## config.mk

```make
export PLATFORM = sky130hd
export DESIGN_NAME = block_update
export DESIGN_NICKNAME = d
export VERILOG_FILES = /design/src/design/occl_pkg.sv /design/src/design/block_update.sv
export SDC_FILE = /design/constraint.sdc
export NUM_CORES = 1
export LEC_CHECK = 0
export BUFFER_PORTS_ARGS = -buffer_cell sky130_fd_sc_hd__buf_2
export CORE_ASPECT_RATIO = 1.5
export CORE_MARGIN = 1.5
export CORE_UTILIZATION = 40
export DETAILED_ROUTE_END_ITERATION = 8
export PLACE_DENSITY = 0.84
export SLEW_MARGIN = 0
export SYNTH_ARGS = -nofsm -noshare
export SYNTH_HDL_FRONTEND = slang
export SYNTH_SLANG_ARGS = --single-unit
```

## constraint.sdc

```tcl
create_clock -name clk -period 4.16 [get_ports clk]
set_input_delay 0.208 -clock clk [delete_from_list [all_inputs] [get_ports clk]]
set_output_delay 0.208 -clock clk [all_outputs]
set_load 0.02 [all_outputs]
```

## src/design/occl_pkg.sv

```systemverilog
// fixed point is sign-magnitude with 6 fraction bits; every helper saturates at 15 magnitude bits
package occl_pkg;

    localparam int FRAC_BITS     = 6;
    localparam int FIX_W         = 16;
    localparam int GRID_SPAN     = 80;
    localparam int CELL_SPAN     = 20;
    localparam int LANES         = 7;
    localparam int LANE_W        = 9;
    localparam int WORDS_PER_ROW = 3;
    localparam int ANCHOR_ADDR_W = 10;
    localparam int BLOCK_ADDR_W  = 6;
    localparam int BLOCK_DATA_W  = 64;
    localparam int XFORM_LAT     = 4;
    localparam int PROJ_LAT      = 3;
    localparam int DRAIN_CYCLES  = 1 + XFORM_LAT + PROJ_LAT + 2;

    typedef logic [15:0]                    fp16_t;
    typedef logic [FIX_W-1:0]               fix_t;
    typedef logic [FIX_W-FRAC_BITS-2:0]     fix_int_t;   // integer part of a magnitude
    typedef logic [1:0]                     cell_idx_t;
    typedef logic [ANCHOR_ADDR_W-1:0]       anchor_addr_t;
    typedef logic [BLOCK_ADDR_W-1:0]        block_addr_t;
    typedef logic [BLOCK_DATA_W-1:0]        block_word_t;
    typedef logic [7:0]                     depth_t;
    typedef logic [4:0]                     blk_pos_t;   // 0..19 inside a cell
    typedef logic [$clog2(LANES)-1:0]       lane_t;
    typedef fp16_t [2:0][3:0]               view_mat_t;

    localparam logic [FIX_W-2:0] MAG_MAX       = '1;
    localparam fix_t             ONE_FIX       = fix_t'(1 << FRAC_BITS);
    localparam fix_t             HALF_GRID_FIX = fix_t'((GRID_SPAN / 2) << FRAC_BITS);
    localparam fix_t             GRID_FIX      = fix_t'(GRID_SPAN << FRAC_BITS);

    typedef struct packed {
        cell_idx_t cell_x;
        cell_idx_t cell_y;
        fix_t      tan_x;
        fix_t      tan_y;
        fix_t      z_span;
        view_mat_t view;
    } job_cfg_t;

    typedef struct packed {
        logic valid;
        fix_t x;
        fix_t y;
        fix_t z;
    } cam_pos_t;

    typedef struct packed {
        logic     valid;
        logic     in_cell;
        blk_pos_t gx;
        blk_pos_t gy;
        depth_t   depth;
    } grid_pos_t;

    typedef enum logic [1:0] {IDLE, PREPARE, SCAN, DRAIN} ctrl_state_e;

    // value = mant * 2^(exp-25), times 2^6 for the fraction bits
    function automatic fix_t fp16_to_fix(fp16_t a);
        logic [10:0] mant;
        logic [25:0] wide;
        mant = (a[14:10] == 5'd0) ? {1'b0, a[9:0]} : {1'b1, a[9:0]};
        if (a[14:10] >= 5'd19) begin
            wide = {15'd0, mant} << (a[14:10] - 5'd19);
        end else begin
            wide = {15'd0, mant} >> (5'd19 - a[14:10]);   // truncates toward zero
        end
        return {a[15], (wide[25:15] != '0) ? MAG_MAX : wide[14:0]};
    endfunction

    function automatic fix_t fix_mul(fix_t a, fix_t b);
        logic [2*FIX_W-3:0] prod;
        prod = a[FIX_W-2:0] * b[FIX_W-2:0];
        prod = prod >> FRAC_BITS;
        return {a[FIX_W-1] ^ b[FIX_W-1], (prod[2*FIX_W-3:FIX_W-1] != '0) ? MAG_MAX : prod[FIX_W-2:0]};
    endfunction

    function automatic fix_t fix_add(fix_t a, fix_t b);
        logic [FIX_W-1:0] sum;
        sum = {1'b0, a[FIX_W-2:0]} + {1'b0, b[FIX_W-2:0]};
        if (a[FIX_W-1] == b[FIX_W-1]) begin
            return {a[FIX_W-1], sum[FIX_W-1] ? MAG_MAX : sum[FIX_W-2:0]};
        end else if (a[FIX_W-2:0] > b[FIX_W-2:0]) begin
            return {a[FIX_W-1], a[FIX_W-2:0] - b[FIX_W-2:0]};
        end else if (b[FIX_W-2:0] > a[FIX_W-2:0]) begin
            return {b[FIX_W-1], b[FIX_W-2:0] - a[FIX_W-2:0]};
        end
        return '0;
    endfunction

    // divide by zero gives full scale
    function automatic fix_t fix_div(fix_t num, fix_t den);
        logic [FIX_W+FRAC_BITS-2:0] quo;
        quo = '0;
        if (den[FIX_W-2:0] != '0) begin
            quo = {num[FIX_W-2:0], FRAC_BITS'(0)} / {FRAC_BITS'(0), den[FIX_W-2:0]};
        end
        if (den[FIX_W-2:0] == '0 || quo[FIX_W+FRAC_BITS-2:FIX_W-1] != '0) begin
            return {num[FIX_W-1] ^ den[FIX_W-1], MAG_MAX};
        end
        return {num[FIX_W-1] ^ den[FIX_W-1], quo[FIX_W-2:0]};
    endfunction

endpackage

```

## src/design/block_update.sv

```systemverilog
// block SRAM returns read data one cycle after the read; kept points are never closer than 2 cycles
`timescale 1ns/1ns

module block_update (
    input  logic                  clk,
    input  logic                  rstn,
    input  occl_pkg::grid_pos_t   grid_i,
    input  occl_pkg::block_word_t block_rdata_i,
    output logic                  block_cen_n_o,
    output logic                  block_we_o,
    output occl_pkg::block_addr_t block_addr_o,
    output occl_pkg::block_word_t block_wdata_o
);

    logic                               rd_hit;
    logic [1:0]                         word_col;
    occl_pkg::lane_t                    rd_lane;
    occl_pkg::block_addr_t              rd_addr;
    logic                               wr_pend;
    occl_pkg::block_addr_t              wr_addr;
    occl_pkg::lane_t                    wr_lane;
    occl_pkg::depth_t                   wr_depth;
    logic [occl_pkg::LANE_W-1:0]        old_lane;
    occl_pkg::depth_t                   keep_depth;

    assign rd_hit = grid_i.valid && grid_i.in_cell;

    // word = gy*3 + gx/7, lane = gx mod 7
    always_comb begin
        if (grid_i.gx < occl_pkg::blk_pos_t'(occl_pkg::LANES)) begin
            word_col = 2'd0;
            rd_lane  = occl_pkg::lane_t'(grid_i.gx);
        end else if (grid_i.gx < occl_pkg::blk_pos_t'(2 * occl_pkg::LANES)) begin
            word_col = 2'd1;
            rd_lane  = occl_pkg::lane_t'(grid_i.gx - occl_pkg::blk_pos_t'(occl_pkg::LANES));
        end else begin
            word_col = 2'd2;
            rd_lane  = occl_pkg::lane_t'(grid_i.gx - occl_pkg::blk_pos_t'(2 * occl_pkg::LANES));
        end
        rd_addr = occl_pkg::block_addr_t'(grid_i.gy) * occl_pkg::block_addr_t'(occl_pkg::WORDS_PER_ROW)
                  + occl_pkg::block_addr_t'(word_col);
    end

    always_ff @(posedge clk) begin
        if (!rstn) begin
            wr_pend <= 1'b0;
        end else begin
            wr_pend <= rd_hit;
        end
    end

    always_ff @(posedge clk) begin
        wr_addr  <= rd_addr;
        wr_lane  <= rd_lane;
        wr_depth <= grid_i.depth;
    end

    always_comb begin
        old_lane   = block_rdata_i[int'(wr_lane) * occl_pkg::LANE_W +: occl_pkg::LANE_W];
        // empty lane takes the new depth, otherwise the nearer one
        keep_depth = (!old_lane[occl_pkg::LANE_W-1] || wr_depth < occl_pkg::depth_t'(old_lane))
                     ? wr_depth : occl_pkg::depth_t'(old_lane);
        block_wdata_o = block_rdata_i;
        block_wdata_o[occl_pkg::BLOCK_DATA_W-1] = 1'b0;   // spare bit
        block_wdata_o[int'(wr_lane) * occl_pkg::LANE_W +: occl_pkg::LANE_W] = {1'b1, keep_depth};
    end

    assign block_cen_n_o = !(rd_hit || wr_pend);
    assign block_we_o    = wr_pend;
    assign block_addr_o  = wr_pend ? wr_addr : rd_addr;   // write phase owns the port

endmodule

```

Yosys cells after proc, flatten, opt, wreduce, memory -nomap -nowiden:

Cells that the tools add are included.

* bits in registers: 18
* bits in latches: 0
* input bits: 86
* memories kept: 0
* bits in read-only memories: 0
* bits in writable memories: 0
* word-level logic and storage cells: 28
* output and inout port bits: 72

* shift operators: 3
* reduce and logical (&&, ||, !) cells: 5
* multiply operators: 2
* $lt $le $gt $ge: 3
* add/subtract/negate cells: 4
* muxes and demuxes: 7
* bitwise logic cells: 0
* eq/ne operators: 0
* div/mod/pow operators: 0

Operators by type and width (number)
* $bwmux 64: 1
* $shift 9x33->64 const A: 1
* $shiftx 64x32->9: 1
* $shiftx 9x33->64: 1
* $neg 7->33: 1
* $lt 8x8->1: 1
* $mux 8: 1
* $mul 3x4->7 const B: 1
* $add 6x2->6: 1
* $mul 5x2->6 const B: 1
* $mux 3: 2
* $mux 6: 1
* $sub 3x3->3 const B: 2
* $lt 5x3->1 const B: 1
* $lt 5x4->1 const B: 1
* $mux 2: 2
* $logic_not 1->1: 2
* $logic_or 1x1->1: 2
* $logic_and 1x1->1: 1

Longest topological paths before layout:

* depth in word-level cells: 7
* mapped depth: 16

Worst setup path before layout:

Ideal clock, no wire load.

* path type: register to output
* start: register wr_lane[0]
* end: output block_wdata_o[41]
* arrival time: 3.303 ns
* setup slack: 0.649 ns
* cell stages (with the launch flop): 16
* cell sequence: dfxtp_1 > buf_4 > buf_2 > buf_2 > mux2i_1 > nor2_1 > a21oi_1 > a21oi_1 > inv_1 > ha_1 > a2111oi_0 > and2_4 > o21ai_4 > buf_6 > mux2i_1 > a21oi_1

* word-level cells in the longest chain between the ends: 7
* elaborated cells between the ends (all ways): 10
* those cells by class: add/sub: 1; mul: 1; order compare: 1; shift: 3; mux: 2; reduce/logical: 2

RTL lines
* start: declaration: line block_update.sv:21 `occl_pkg::lane_t wr_lane;`
* start signal: assignment: line block_update.sv:54 `wr_lane <= rd_lane;`
* $mul 3x4->7 (*): line block_update.sv:59, block_update.sv:65
* $shiftx 64x32->9: line block_update.sv:59 `old_lane = block_rdata_i[int'(wr_lane) * occl_pkg::LANE_W +: occl_pkg::LANE_W];`
* $lt 8x8->1 / $logic_not 1->1 (equally long branches): line block_update.sv:61 `keep_depth = (!old_lane[occl_pkg::LANE_W-1] || wr_depth < occl_pkg::depth_t'(old_lane))`
* $logic_or 1x1->1: line block_update.sv:61
* $mux 8: line block_update.sv:62 `? wr_depth : occl_pkg::depth_t'(old_lane);`
* $shiftx 9x33->64: line block_update.sv:65 `block_wdata_o[int'(wr_lane) * occl_pkg::LANE_W +: occl_pkg::LANE_W] = {1'b1, keep_depth};`
* $bwmux 64 (*): line block_update.sv:65
* end: declaration: line block_update.sv:12 `output occl_pkg::block_word_t block_wdata_o`

Mark *: on every way between the ends. The rest lies on a longest branch, timed or not.

Worst setup path after layout:

* start: register wr_lane[2]
* end: output block_wdata_o[10]

Same word-level chain as after synthesis.

==> metrics.yaml <==
antenna_left: 0
numCtsBuffers: 3
layout_common_cells: "buf_2 (157), nand2_1 (57), o21ai_1 (49)"
track_usage_pct: 28.4
startpoint: "wr_lane[2]$_DFF_P_"
first_pass_iters: 4
gp_congestion: 0.985
io_pins: 158
synth_nets: 427
endpoint: "block_wdata_o[10]"
place_area_um2: 3200
start_kind: "flop"
fmax_ghz: 0.255
grt_overflow_total: 0
yosysUniqueCellTypes: 41
die_w_um: 65.6
arrival_ns: 3.72
synth-edff-count: 0
ys_seq_area_share_pct: 15.3
setup_ws_ns: 0.232
min_from: "grid_i[1]"
final_hold_viol_count: 0
synth_area_leader_cell: "dfxtp_1"
drt_iter0_drc: 288
yosysTopAreaCellShare_pct: 15.3
place_hpwl_um: 7550
crit_cells: 11
nets: 585
cts_tree: "yes"
path_buf_inv: 3
synthFlopType: "dfxtp_1"
hp-class: "in -> reg"
rows: 34
async_flop_share_pct: 0
power_leakage_nw: 1.77
chipHeight_um: 96.9
p_int_mw: 0.575
core_um2: 5740
clock_power_share_pct: 13.2
postCtsHoldBufs: 0
swShare_pct: 48.1
critPathMaxFanout: 23
cts_sinks: 18
synth_area_leaders: "dfxtp_1 (15%), ha_1 (11%), mux2i_1 (11%), o21ai_1 (10%), nand2_1 (9.1%)"
relSlewSlack_pct: 43.0
synthToLayoutAreaGrowth_pct: 42.3
status: "finished, final reports clean"
grt_pass1_vias: 3042
path_clk_slew_ns: 0.08
antenna_found_initial: 0
die-area_um2: 6360
drive_above_1_share_pct: 41.9
critical_path_class: "reg -> out"
vdd_drop_max_mv: 0.248
via_per_inst: 5.64
wire_per_inst_um: 17.1
ys.warnings.count: 0
fin_total_pwr_mw: 1.11
cp.required_ns: 3.95
synthCells: 318
crit_family: "compound AO/OA/AOI/OAI gates"
slew_violations: 0
post-route-drc-count: 0
seq_power_share_pct: 19.4
crit_path_top_delay_cell: "dfxtp_1"
critical_path.cell_chain: "nor2_1, a21oi_1, inv_1, ha_1, a2111oi_0, and2_4, o21ai_4, buf_4, mux2i_2, o21ai_1, buf_2"
p_switching_mw: 0.532
power_frac_comb_pct: 67.4
syn_area_per_cell_um2: 7.40
place_ws_ns: 0.239
endpoint_kind: "output pin"
cts_root_buffer: "clkbuf_8"
period_minus_slack_ns: 3.93
initial_core_util_pct: 41.0
synth_seq_cells: 18
clk_path_buf_depth: 2
final_common_cell: "buf_2"
power_density_nw_per_um2: 331
num_vias: 3086
final_area_um2: 3350
fin_worst_hold_slack_ns: 0.0485
period_share_pct: 94.4
num_antenna_cells: 0
wl_um: 9380
setup_viol: 0
grt_first_pass_wirelength_um: 14200
io_buffers: 157
worst_pin_slew_ns: 0.854
syn_area_um2: 2350
h-tree-depth: 1
slowest_delay_ns: 0.88
cap_violations: 0
grt_start_max_net_pins: 24
area by class of cell:
| type | instances | area (um2) |
|---|---|---|
| Tap cell | 72 | 90.1 |
| Timing Repair Buffer | 166 | 857 |
| Fill cell | 548 | 2400 |
| Sequential cell | 18 | 360 |
| Clock buffer | 4 | 55.1 |
| Inverter | 14 | 52.6 |
| Multi-Input combinational cell | 273 | 1930 |
what timing repair did:
action / CTS / global route
buffers inserted: 0 / 5
pin swaps: 0 / 1
endpoints found under the hold margin: 0 / 0
setup endpoints to repair: 25 / 43
gates resized for setup: 1 / 11
synthesized netlist by cell type (3+ instances only):
master    count
inv_1        13
a21o_1        3
a21oi_1      27
o21ai_1      49
nor2_1       28
dfxtp_1      18
nand2_1      57
nand2b_1      7
mux2i_1      26
clkbuf_1      7
nand3_1       4
ha_1         21
o21ai_0       5
xnor2_1       3
xor2_1        3
mux4_2        9
mux2_2        8
state kept, by name (all words and copies together), names as in the netlist:
name        cells
wr_depth        8
wr_addr         6
wr_lane         3
block_we_o      1
how the worst min path moves through the flow:
stage | endpoint | slack [ns] | depth (start not counted)
after detailed placement | wr_depth[6]$_DFF_P_ | 0.31 | 1
after global routing | wr_depth[1]$_DFF_P_ | 0.04 | 1
after global placement | wr_depth[0]$_DFF_P_ | 0.31 | 1
after floorplan | wr_depth[0]$_DFF_P_ | 0.24 | 0
final | wr_depth[1]$_DFF_P_ | 0.05 | 1
after CTS | wr_depth[1]$_DFF_P_ | 0.05 | 1
power by group through the flow:
stage | sequential (mW) | combinational (mW) | clock (mW)
global route | 0.218 | 0.804 | 0.158
CTS | 0.213 | 0.691 | 0.150
floorplan | 0.206 | 0.477 | 0
finish | 0.215 | 0.746 | 0.146
global placement | 0.216 | 0.669 | 0
detailed placement | 0.217 | 0.685 | 0
routing by layer:
layer,track usage (%),up-vias,wire (um)
met5,0,-,0
met4,12.7,0,200
met3,5.35,21,774
met2,51.5,181,5030
met1,30.7,1432,3370
li1,-,1452,-
through the flow:
| stage | std cells | TNS [ns] | utilization (%) |
|---|---|---|---|
| after floorplan | 318 | 0 | - |
| after global placement | 538 | 0 | 55.6 |
| after detailed placement | 538 | 0 | 55.6 |
| after CTS | 542 | -0.760 | 56.7 |
| after global routing | 547 | -0.149 | 58.3 |
| final | 547 | 0 | 58.3 |
cells by family after synthesis:
kind of cell               share of synthesized area, %
and+or+nand+nor                                    19.3
AOI/OAI and AO/OA                                  21.9
muxes                                              23.5
buffers and inverters                              4.89
adders and majority gates                          12.9
DFF                                                15.3
xor gates and xnor gates                           2.23
Power figures use the tool's default switching activity.
