## src/design/occl_pkg.sv

```systemverilog
// fixed point is sign-magnitude with 6 fraction bits; every helper saturates at 15 magnitude bits
package occl_pkg;

    localparam int FRAC_BITS     = 6;
    localparam int FIX_W         = 16;
    localparam int GRID_SPAN     = 80;
    localparam int CELL_SPAN     = 20;
    localparam int LANES         = 7;
    localparam int LANE_W        = 9;
    localparam int WORDS_PER_ROW = 3;
    localparam int ANCHOR_ADDR_W = 10;
    localparam int BLOCK_ADDR_W  = 6;
    localparam int BLOCK_DATA_W  = 64;
    localparam int XFORM_LAT     = 4;
    localparam int PROJ_LAT      = 3;
    localparam int DRAIN_CYCLES  = 1 + XFORM_LAT + PROJ_LAT + 2;

    typedef logic [15:0]                    fp16_t;
    typedef logic [FIX_W-1:0]               fix_t;
    typedef logic [FIX_W-FRAC_BITS-2:0]     fix_int_t;   // integer part of a magnitude
    typedef logic [1:0]                     cell_idx_t;
    typedef logic [ANCHOR_ADDR_W-1:0]       anchor_addr_t;
    typedef logic [BLOCK_ADDR_W-1:0]        block_addr_t;
    typedef logic [BLOCK_DATA_W-1:0]        block_word_t;
    typedef logic [7:0]                     depth_t;
    typedef logic [4:0]                     blk_pos_t;   // 0..19 inside a cell
    typedef logic [$clog2(LANES)-1:0]       lane_t;
    typedef fp16_t [2:0][3:0]               view_mat_t;

    localparam logic [FIX_W-2:0] MAG_MAX       = '1;
    localparam fix_t             ONE_FIX       = fix_t'(1 << FRAC_BITS);
    localparam fix_t             HALF_GRID_FIX = fix_t'((GRID_SPAN / 2) << FRAC_BITS);
    localparam fix_t             GRID_FIX      = fix_t'(GRID_SPAN << FRAC_BITS);

    typedef struct packed {
        cell_idx_t cell_x;
        cell_idx_t cell_y;
        fix_t      tan_x;
        fix_t      tan_y;
        fix_t      z_span;
        view_mat_t view;
    } job_cfg_t;

    typedef struct packed {
        logic valid;
        fix_t x;
        fix_t y;
        fix_t z;
    } cam_pos_t;

    typedef struct packed {
        logic     valid;
        logic     in_cell;
        blk_pos_t gx;
        blk_pos_t gy;
        depth_t   depth;
    } grid_pos_t;

    typedef enum logic [1:0] {IDLE, PREPARE, SCAN, DRAIN} ctrl_state_e;

    // value = mant * 2^(exp-25), times 2^6 for the fraction bits
    function automatic fix_t fp16_to_fix(fp16_t a);
        logic [10:0] mant;
        logic [25:0] wide;
        mant = (a[14:10] == 5'd0) ? {1'b0, a[9:0]} : {1'b1, a[9:0]};
        if (a[14:10] >= 5'd19) begin
            wide = {15'd0, mant} << (a[14:10] - 5'd19);
        end else begin
            wide = {15'd0, mant} >> (5'd19 - a[14:10]);   // truncates toward zero
        end
        return {a[15], (wide[25:15] != '0) ? MAG_MAX : wide[14:0]};
    endfunction

    function automatic fix_t fix_mul(fix_t a, fix_t b);
        logic [2*FIX_W-3:0] prod;
        prod = a[FIX_W-2:0] * b[FIX_W-2:0];
        prod = prod >> FRAC_BITS;
        return {a[FIX_W-1] ^ b[FIX_W-1], (prod[2*FIX_W-3:FIX_W-1] != '0) ? MAG_MAX : prod[FIX_W-2:0]};
    endfunction

    function automatic fix_t fix_add(fix_t a, fix_t b);
        logic [FIX_W-1:0] sum;
        sum = {1'b0, a[FIX_W-2:0]} + {1'b0, b[FIX_W-2:0]};
        if (a[FIX_W-1] == b[FIX_W-1]) begin
            return {a[FIX_W-1], sum[FIX_W-1] ? MAG_MAX : sum[FIX_W-2:0]};
        end else if (a[FIX_W-2:0] > b[FIX_W-2:0]) begin
            return {a[FIX_W-1], a[FIX_W-2:0] - b[FIX_W-2:0]};
        end else if (b[FIX_W-2:0] > a[FIX_W-2:0]) begin
            return {b[FIX_W-1], b[FIX_W-2:0] - a[FIX_W-2:0]};
        end
        return '0;
    endfunction

    // divide by zero gives full scale
    function automatic fix_t fix_div(fix_t num, fix_t den);
        logic [FIX_W+FRAC_BITS-2:0] quo;
        quo = '0;
        if (den[FIX_W-2:0] != '0) begin
            quo = {num[FIX_W-2:0], FRAC_BITS'(0)} / {FRAC_BITS'(0), den[FIX_W-2:0]};
        end
        if (den[FIX_W-2:0] == '0 || quo[FIX_W+FRAC_BITS-2:FIX_W-1] != '0) begin
            return {num[FIX_W-1] ^ den[FIX_W-1], MAG_MAX};
        end
        return {num[FIX_W-1] ^ den[FIX_W-1], quo[FIX_W-2:0]};
    endfunction

endpackage

```

## src/design/frustum_project.sv

```systemverilog
// tangents and depth span must be positive; points off the 80x80x80 grid or the cell are not kept
`timescale 1ns/1ns

module frustum_project (
    input  logic                clk,
    input  logic                rstn,
    input  occl_pkg::job_cfg_t  cfg_i,
    input  occl_pkg::cam_pos_t  cam_i,
    output occl_pkg::grid_pos_t grid_o
);

    occl_pkg::fix_t     scale_x, scale_y, depth_step;
    logic               vld1, vld2;
    occl_pkg::fix_t     xd, yd, zd;
    occl_pkg::fix_t     xs, ys, zs;
    occl_pkg::fix_int_t x_int, y_int, z_int;
    occl_pkg::fix_int_t x_lo, y_lo;
    logic               x_in, y_in, z_in;

    // constant over a job, ready after prepare
    always_ff @(posedge clk) begin
        scale_x    <= occl_pkg::fix_div(occl_pkg::HALF_GRID_FIX, cfg_i.tan_x);
        scale_y    <= occl_pkg::fix_div(occl_pkg::HALF_GRID_FIX, cfg_i.tan_y);
        depth_step <= occl_pkg::fix_div(cfg_i.z_span, occl_pkg::GRID_FIX);
    end

    always_ff @(posedge clk) begin
        if (!rstn) begin
            vld1 <= 1'b0;
            vld2 <= 1'b0;
        end else begin
            vld1 <= cam_i.valid;
            vld2 <= vld1;
        end
    end

    always_ff @(posedge clk) begin
        xd <= occl_pkg::fix_div(cam_i.x, cam_i.z);   // perspective divide
        yd <= occl_pkg::fix_div(cam_i.y, cam_i.z);
        zd <= occl_pkg::fix_div(cam_i.z, depth_step);
        xs <= occl_pkg::fix_add(occl_pkg::fix_mul(xd, scale_x), occl_pkg::HALF_GRID_FIX);
        ys <= occl_pkg::fix_add(occl_pkg::fix_mul(yd, scale_y), occl_pkg::HALF_GRID_FIX);
        zs <= zd;
    end

    // floor, negative zero counts as zero
    always_comb begin
        x_lo  = occl_pkg::fix_int_t'(cfg_i.cell_x) * occl_pkg::fix_int_t'(occl_pkg::CELL_SPAN);
        y_lo  = occl_pkg::fix_int_t'(cfg_i.cell_y) * occl_pkg::fix_int_t'(occl_pkg::CELL_SPAN);
        x_int = xs[occl_pkg::FIX_W-2:occl_pkg::FRAC_BITS];
        y_int = ys[occl_pkg::FIX_W-2:occl_pkg::FRAC_BITS];
        z_int = zs[occl_pkg::FIX_W-2:occl_pkg::FRAC_BITS];
        x_in  = !(xs[occl_pkg::FIX_W-1] && xs[occl_pkg::FIX_W-2:0] != '0) && x_int >= x_lo
                && x_int < x_lo + occl_pkg::fix_int_t'(occl_pkg::CELL_SPAN);
        y_in  = !(ys[occl_pkg::FIX_W-1] && ys[occl_pkg::FIX_W-2:0] != '0) && y_int >= y_lo
                && y_int < y_lo + occl_pkg::fix_int_t'(occl_pkg::CELL_SPAN);
        z_in  = !(zs[occl_pkg::FIX_W-1] && zs[occl_pkg::FIX_W-2:0] != '0)
                && z_int < occl_pkg::fix_int_t'(occl_pkg::GRID_SPAN);
    end

    always_ff @(posedge clk) begin
        if (!rstn) begin
            grid_o.valid <= 1'b0;
        end else begin
            grid_o.valid <= vld2;
        end
        grid_o.in_cell <= x_in && y_in && z_in;
        grid_o.gx      <= occl_pkg::blk_pos_t'(x_int - x_lo);   // offset inside the cell
        grid_o.gy      <= occl_pkg::blk_pos_t'(y_int - y_lo);
        grid_o.depth   <= occl_pkg::depth_t'(z_int);
    end

endmodule

```

## config.mk

```make
export PLATFORM = sky130hd
export DESIGN_NAME = frustum_project
export DESIGN_NICKNAME = d
export VERILOG_FILES = /design/src/design/occl_pkg.sv /design/src/design/frustum_project.sv
export SDC_FILE = /design/constraint.sdc
export NUM_CORES = 2
export LEC_CHECK = 0
export BUFFER_PORTS_ARGS = -buffer_cell sky130_fd_sc_hd__buf_4
export CAP_MARGIN = 40
export CORE_MARGIN = 2
export CORE_UTILIZATION = 38
export DETAILED_ROUTE_END_ITERATION = 12
export PLACE_DENSITY = 0.61
export SYNTH_ARGS = -nofsm -noshare
export SYNTH_HDL_FRONTEND = slang
export SYNTH_SLANG_ARGS = --single-unit
```

## constraint.sdc

```tcl
create_clock -name clk -period 65.6 [get_ports clk]
set_clock_uncertainty 0.05 [all_clocks]
set_input_delay 9.84 -clock clk [delete_from_list [all_inputs] [get_ports clk]]
set_output_delay 9.84 -clock clk [all_outputs]
set_load 0.01 [all_outputs]
```

Yosys cells after proc, flatten, opt, wreduce, memory -nomap -nowiden:

Index checks and enable logic that the tools add are counted.
W data, S select, Z words.

* register bits after elaboration: 166
* input bits: 295
* output and inout port bits: 20
* logic and storage cells: 130

* add/subtract/negate cells: 10
* $mul: 4
* div/mod/pow operators: 6
* $lt $le $gt $ge: 9
* muxes and demuxes: 39
* bitwise gates (word level): 5
* reduce and logical (&&, ||, !) cells: 39

Operators by type and width (number)
* $mux W16: 16
* $reduce_bool A15 Y1: 9
* $mux W21: 5
* $mux W15: 6
* $div A21 B15 Y21: 3
* $logic_not A15 Y1: 4
* $mul A15 B15 Y30: 2
* $div A18 B15 Y21 const A: 2
* $reduce_bool A6 Y1: 6
* $add A15 B12 Y16 const B: 2
* $gt A12 B15 Y1 const A: 2
* $gt A15 B12 Y1 const B: 2
* $sub A12 B15 Y15 const A: 2
* $sub A15 B12 Y15 const B: 2
* $div A21 B13 Y21 const B: 1
* $ge A9 B7 Y1: 2
* $lt A9 B8 Y1: 2
* $add A7 B5 Y8 const B: 2
* $mux W1: 12
* $logic_and A1 B1 Y1: 10
* $mul A2 B3 Y5 const B: 2
* $sub A5 B5 Y5: 2
* $lt A9 B7 Y1 const B: 1
* $logic_or A1 B1 Y1: 5
* other kinds (3): 10

Longest topological paths before layout:

* depth in word-level cells: 8
* depth in mapped cells: 298
* depth with buffers taken out: 274

Worst setup path before layout:

OpenSTA, ideal clock, no wires.

* path type: input -> register
* from: in cam_i[0] in the netlist's numbering
* to: reg xd[0]
* setup time: 0.121 ns
* data arrival time: 64.358 ns
* data required time: 65.429 ns
* path slack: 1.072 ns
* cell stages on the path: 284
* buffers on the path: 24
* cells stage by stage: clkinv_1 > clkbuf_1 > ha_1 > and2_1 > nor2_1 > ha_1 > o21a_1 > or4_1 > o31ai_1 > ha_1 > o21a_1 > o211a_1 > mux2i_1 > ha_1 > o21a_1 > o21a_1 > o21a_1 > o21ai_1 > (+248 left out) > nor2_1 > clkbuf_1 > o21ai_0 > ha_1 > a21o_1 > a21o_1 > a21oi_1 > nor2b_1 > o21ai_0 > o31ai_1 > o21ai_0 > nand2b_1 > a21oi_1 > nor2b_1 > o21ai_0 > nand3_1 > nor2_1 > nand2_1

* word-level cells in the longest chain between the ends: 6
* elaborated cells between the ends (all ways): 8
* classes of those cells: div (1); mux (3); reduce/logical (4)

Ends and longest elaborated chain
* start: declaration: line frustum_project.sv:8 `input occl_pkg::cam_pos_t cam_i,`
* $div A21 B15 Y21 or $reduce_bool A15 Y1 (tied branches): line occl_pkg.sv:99, occl_pkg.sv:98
* $mux W21: line occl_pkg.sv:98 `if (den[FIX_W-2:0] != '0) begin`
* $reduce_bool A6 Y1: line occl_pkg.sv:101 `if (den[FIX_W-2:0] == '0 || quo[FIX_W+FRAC_BITS-2:FIX_W-1] != '0) begin`
* $logic_or A1 B1 Y1: line occl_pkg.sv:101
* $mux W1: line occl_pkg.sv:101
* $mux W16 (*): line occl_pkg.sv:104 `return {num[FIX_W-1] ^ den[FIX_W-1], quo[FIX_W-2:0]};`
* end signal: assignment: line frustum_project.sv:38 `xd <= occl_pkg::fix_div(cam_i.x, cam_i.z);`
* end: declaration: line frustum_project.sv:14 `occl_pkg::fix_t xd, yd, zd;`

Mark *: on every way between the ends. The rest lies on a longest branch, timed or not.
A chain may end at the register's enable or synchronous reset.

Final worst setup path:

* from: in cam_i[13] in the netlist's numbering
* to: reg yd[0]

* word-level cells in the longest chain between the ends: 6
* elaborated cells between the ends (all ways): 8
* classes of those cells: div (1); mux (3); reduce/logical (4)

Ends and longest elaborated chain
* $div A21 B15 Y21 or $reduce_bool A15 Y1 (tied branches): line occl_pkg.sv:99, occl_pkg.sv:98
* $mux W21: line occl_pkg.sv:98
* $reduce_bool A6 Y1: line occl_pkg.sv:101
* $logic_or A1 B1 Y1: line occl_pkg.sv:101
* $mux W1: line occl_pkg.sv:101
* $mux W16 (*): line occl_pkg.sv:104
* end signal: assignment: line frustum_project.sv:39 `yd <= occl_pkg::fix_div(cam_i.y, cam_i.z);`
* end: declaration: line frustum_project.sv:14

Marks and branches as above.

==> flow_summary.json <==
{
  "status": "finished, violations left",
  "failed_checks": "design-rule violations",
  "clk_latency_ns": 0.52,
  "first_pass_iters": 10,
  "cp.arrival_ns": 62.51,
  "post-route-min-period_ns": 62.16,
  "async_flop_share_pct": 0,
  "grt_pass1_wl_um": 317000,
  "wire_per_inst_um": 17.2,
  "fillCellCount": 17800,
  "multi_input_area_um2": 61000,
  "fin_hold_ws_ns": 0.262,
  "yosys.area.top_type": "ha_1",
  "grt_use_total_pct": 21.1,
  "setup_viol": 0,
  "fp.dieW_um": 425,
  "port_buffers": 118,
  "syn_area_per_cell_um2": 7.54,
  "drv_slew": 0,
  "clockBufferDepth": 2,
  "grt_pass1_vias": 63000,
  "gp_congestion": 0.896,
  "initialDrtViolationCount": 3500,
  "vias": 64200,
  "yosys_warnings": 0,
  "numCtsBuffers": 17,
  "holdBufCountCts": 0,
  "critPathMaxFanout": 18,
  "finalCritPeriodShare_pct": 94.8,
  "pre_cts_ws_ns": 0.371,
  "grt-ovfl-total": 0,
  "hold_viol_final": 0,
  "synthTopCellsByCount": "1,157 x ha_1, 765 x nand2_1, 750 x inv_1, 732 x nor2_1, 512 x o21ai_0",
  "syn-cell-area_um2": 67500,
  "yosys_register_bits": 160,
  "cts_tree": "yes",
  "area_growth_pct": 8.04,
  "route.antenna.remaining_nets": 0,
  "crit_top_cell": "o21a_1",
  "ys_seq_area_share_pct": 4.75,
  "synth_top_area_share_pct": 21.5,
  "fin_nets": 10800,
  "grt_max_degree": 50,
  "worst_pin_slew_ns": 0.982,
  "dp_hpwl_um": 156000,
  "h-tree-depth": 4,
  "max_stage_delay_ns": 0.48,
  "startpoint_type": "input pin",
  "io_pins": 315,
  "utilization_pct": 41.3,
  "drive_above_1_share_pct": 10.4,
  "synth_edf_count": 0,
  "max_freq_ghz": 0.0161,
  "setup_ws_ns": 3.44,
  "seqCellArea_um2": 3200,
  "routed_wl_um": 196000,
  "syn_inst": 8946,
  "yosysMostFrequentCell": "ha_1",
  "setup.worst_path.class": "in -> reg",
  "cts.sinks": 160,
  "drc_errors": 2,
  "worstHoldPathType": "reg -> reg",
  "die-area_um2": 181000,
  "ys.flop_type": "dfxtp_1",
  "synth_cell_types": 116,
  "cp.required_ns": 65.95,
  "start_util_pct": 38.3,
  "cap_violations": 0,
  "cts_root_buf": "clkbuf_16",
  "synthTopCellsByArea": "ha_1 21%, fa_1 10%, mux2_2 6.6%, o21a_1 5.2%, dfxtp_1 4.7%",
  "via_per_inst": 5.66,
  "antenna_found_initial": 8,
  "fp-row-count": 154,
  "maxSlewHeadroom_pct": 33.9,
  "slowest_stage": "nor4_2",
  "end_kind": "flip-flop",
  "die_h_um": 425,
  "core-area_um2": 176000,
  "clk_pin_slew_ns": 0.09
}
-- layout by cell type (no fill, tap or decap), drive strengths merged, types with 144 or more instances in the layout --
| cell | n |
|---|---|
| o31ai | 169 |
| buf | 294 |
| nand3 | 144 |
| o21a | 463 |
| nand2 | 765 |
| a21o | 235 |
| xor2 | 154 |
| o21ai | 538 |
| xnor2 | 201 |
| a21oi | 438 |
| dfxtp | 160 |
| fa | 337 |
| inv | 758 |
| nor3 | 451 |
| nand2b | 189 |
| and2 | 315 |
| ha | 1157 |
| mux2 | 406 |
| nor2 | 734 |
-- registers in the layout, summed over array words and instances (netlist names), 16 cells and up --
signal	flops
grid_o	20
yd	16
zs	16
xs	16
scale_x	16
zd	16
ys	16
xd	16
scale_y	16
-- layer usage --
layer  part of all wire, %  vias up  track usage (%)
li1                      -    32100                -
met5                0.0066        -                0
met4                   2.1        2             4.98
met3                   3.8      233             1.68
met1                    46    30600             27.6
met2                    48     1202             37.2
-- critical path: cells and delay by family --
| family | cells | cell delay [ns] |
|---|---|---|
| compound gates | 194 | 35.82 |
| simple gates | 41 | 6.22 |
| fa+ha+maj | 20 | 6.18 |
| buf+inv | 13 | 2.35 |
| mux | 7 | 1.96 |
-- stage by stage --
| stage | setup TNS, ns | area [um2] | instances |
|---|---|---|---|
| 3_3_place_gp | 0 | 71300 | 11300 |
| 6_report | 0 | 72900 | 11400 |
| 4_1_cts | 0 | 72000 | 11300 |
| 3_5_place_dp | 0 | 71400 | 11300 |
| 5_1_grt | -0.271 | 72900 | 11300 |
| 2_1_floorplan | 0 | 67500 | 8947 |
-- final timing paths --
kind	cells after the start	to	slack (ns)	start
worst max-delay path	275	yd[0]	3.44	cam_i[13]
worst max register to register	205	zd[0]	15.04	depth_step[0]
worst min register to register	0	zs[3]	0.26	zd[3]
worst min-delay path	0	zs[3]	0.26	zd[3]
-- area by class of cell --
type	count	share of cell area, %
diodes	5	0.0172
clock buffers	17	0.584
clock inverters	15	0.254
inverters	755	3.90
multi-input cells	7766	83.7
flip-flops and latches	160	4.39
well taps	2340	4.02
repair buffers	294	3.13
-- timing repair --
| item | in CTS | in global routing |
|---|---|---|
| gates resized for setup | 0 | 171 |
| endpoints found under the setup margin | 0 | 8 |
| setup buffers | 0 | 41 |
-- kinds of logic (layout without fill, tap and decap cells) --
family | after synthesis | in the layout | synth area share [%]
AND/OR/NAND/NOR | 3096 | 3097 | 22.5
AO/OA/AOI/OAI | 2347 | 2347 | 23.1
adder cells (fa/ha/maj) | 1494 | 1494 | 31.5
buffers and inverters | 1022 | 1081 | 5.72
multiplexers | 470 | 470 | 7.79
XOR/XNOR | 356 | 356 | 4.64
flip-flops | 160 | 160 | 4.75
other | 1 | 7 | 0.00556
Power is not shown: default switching activity piles up to over one toggle a cycle in this logic, so the estimate is an artifact.
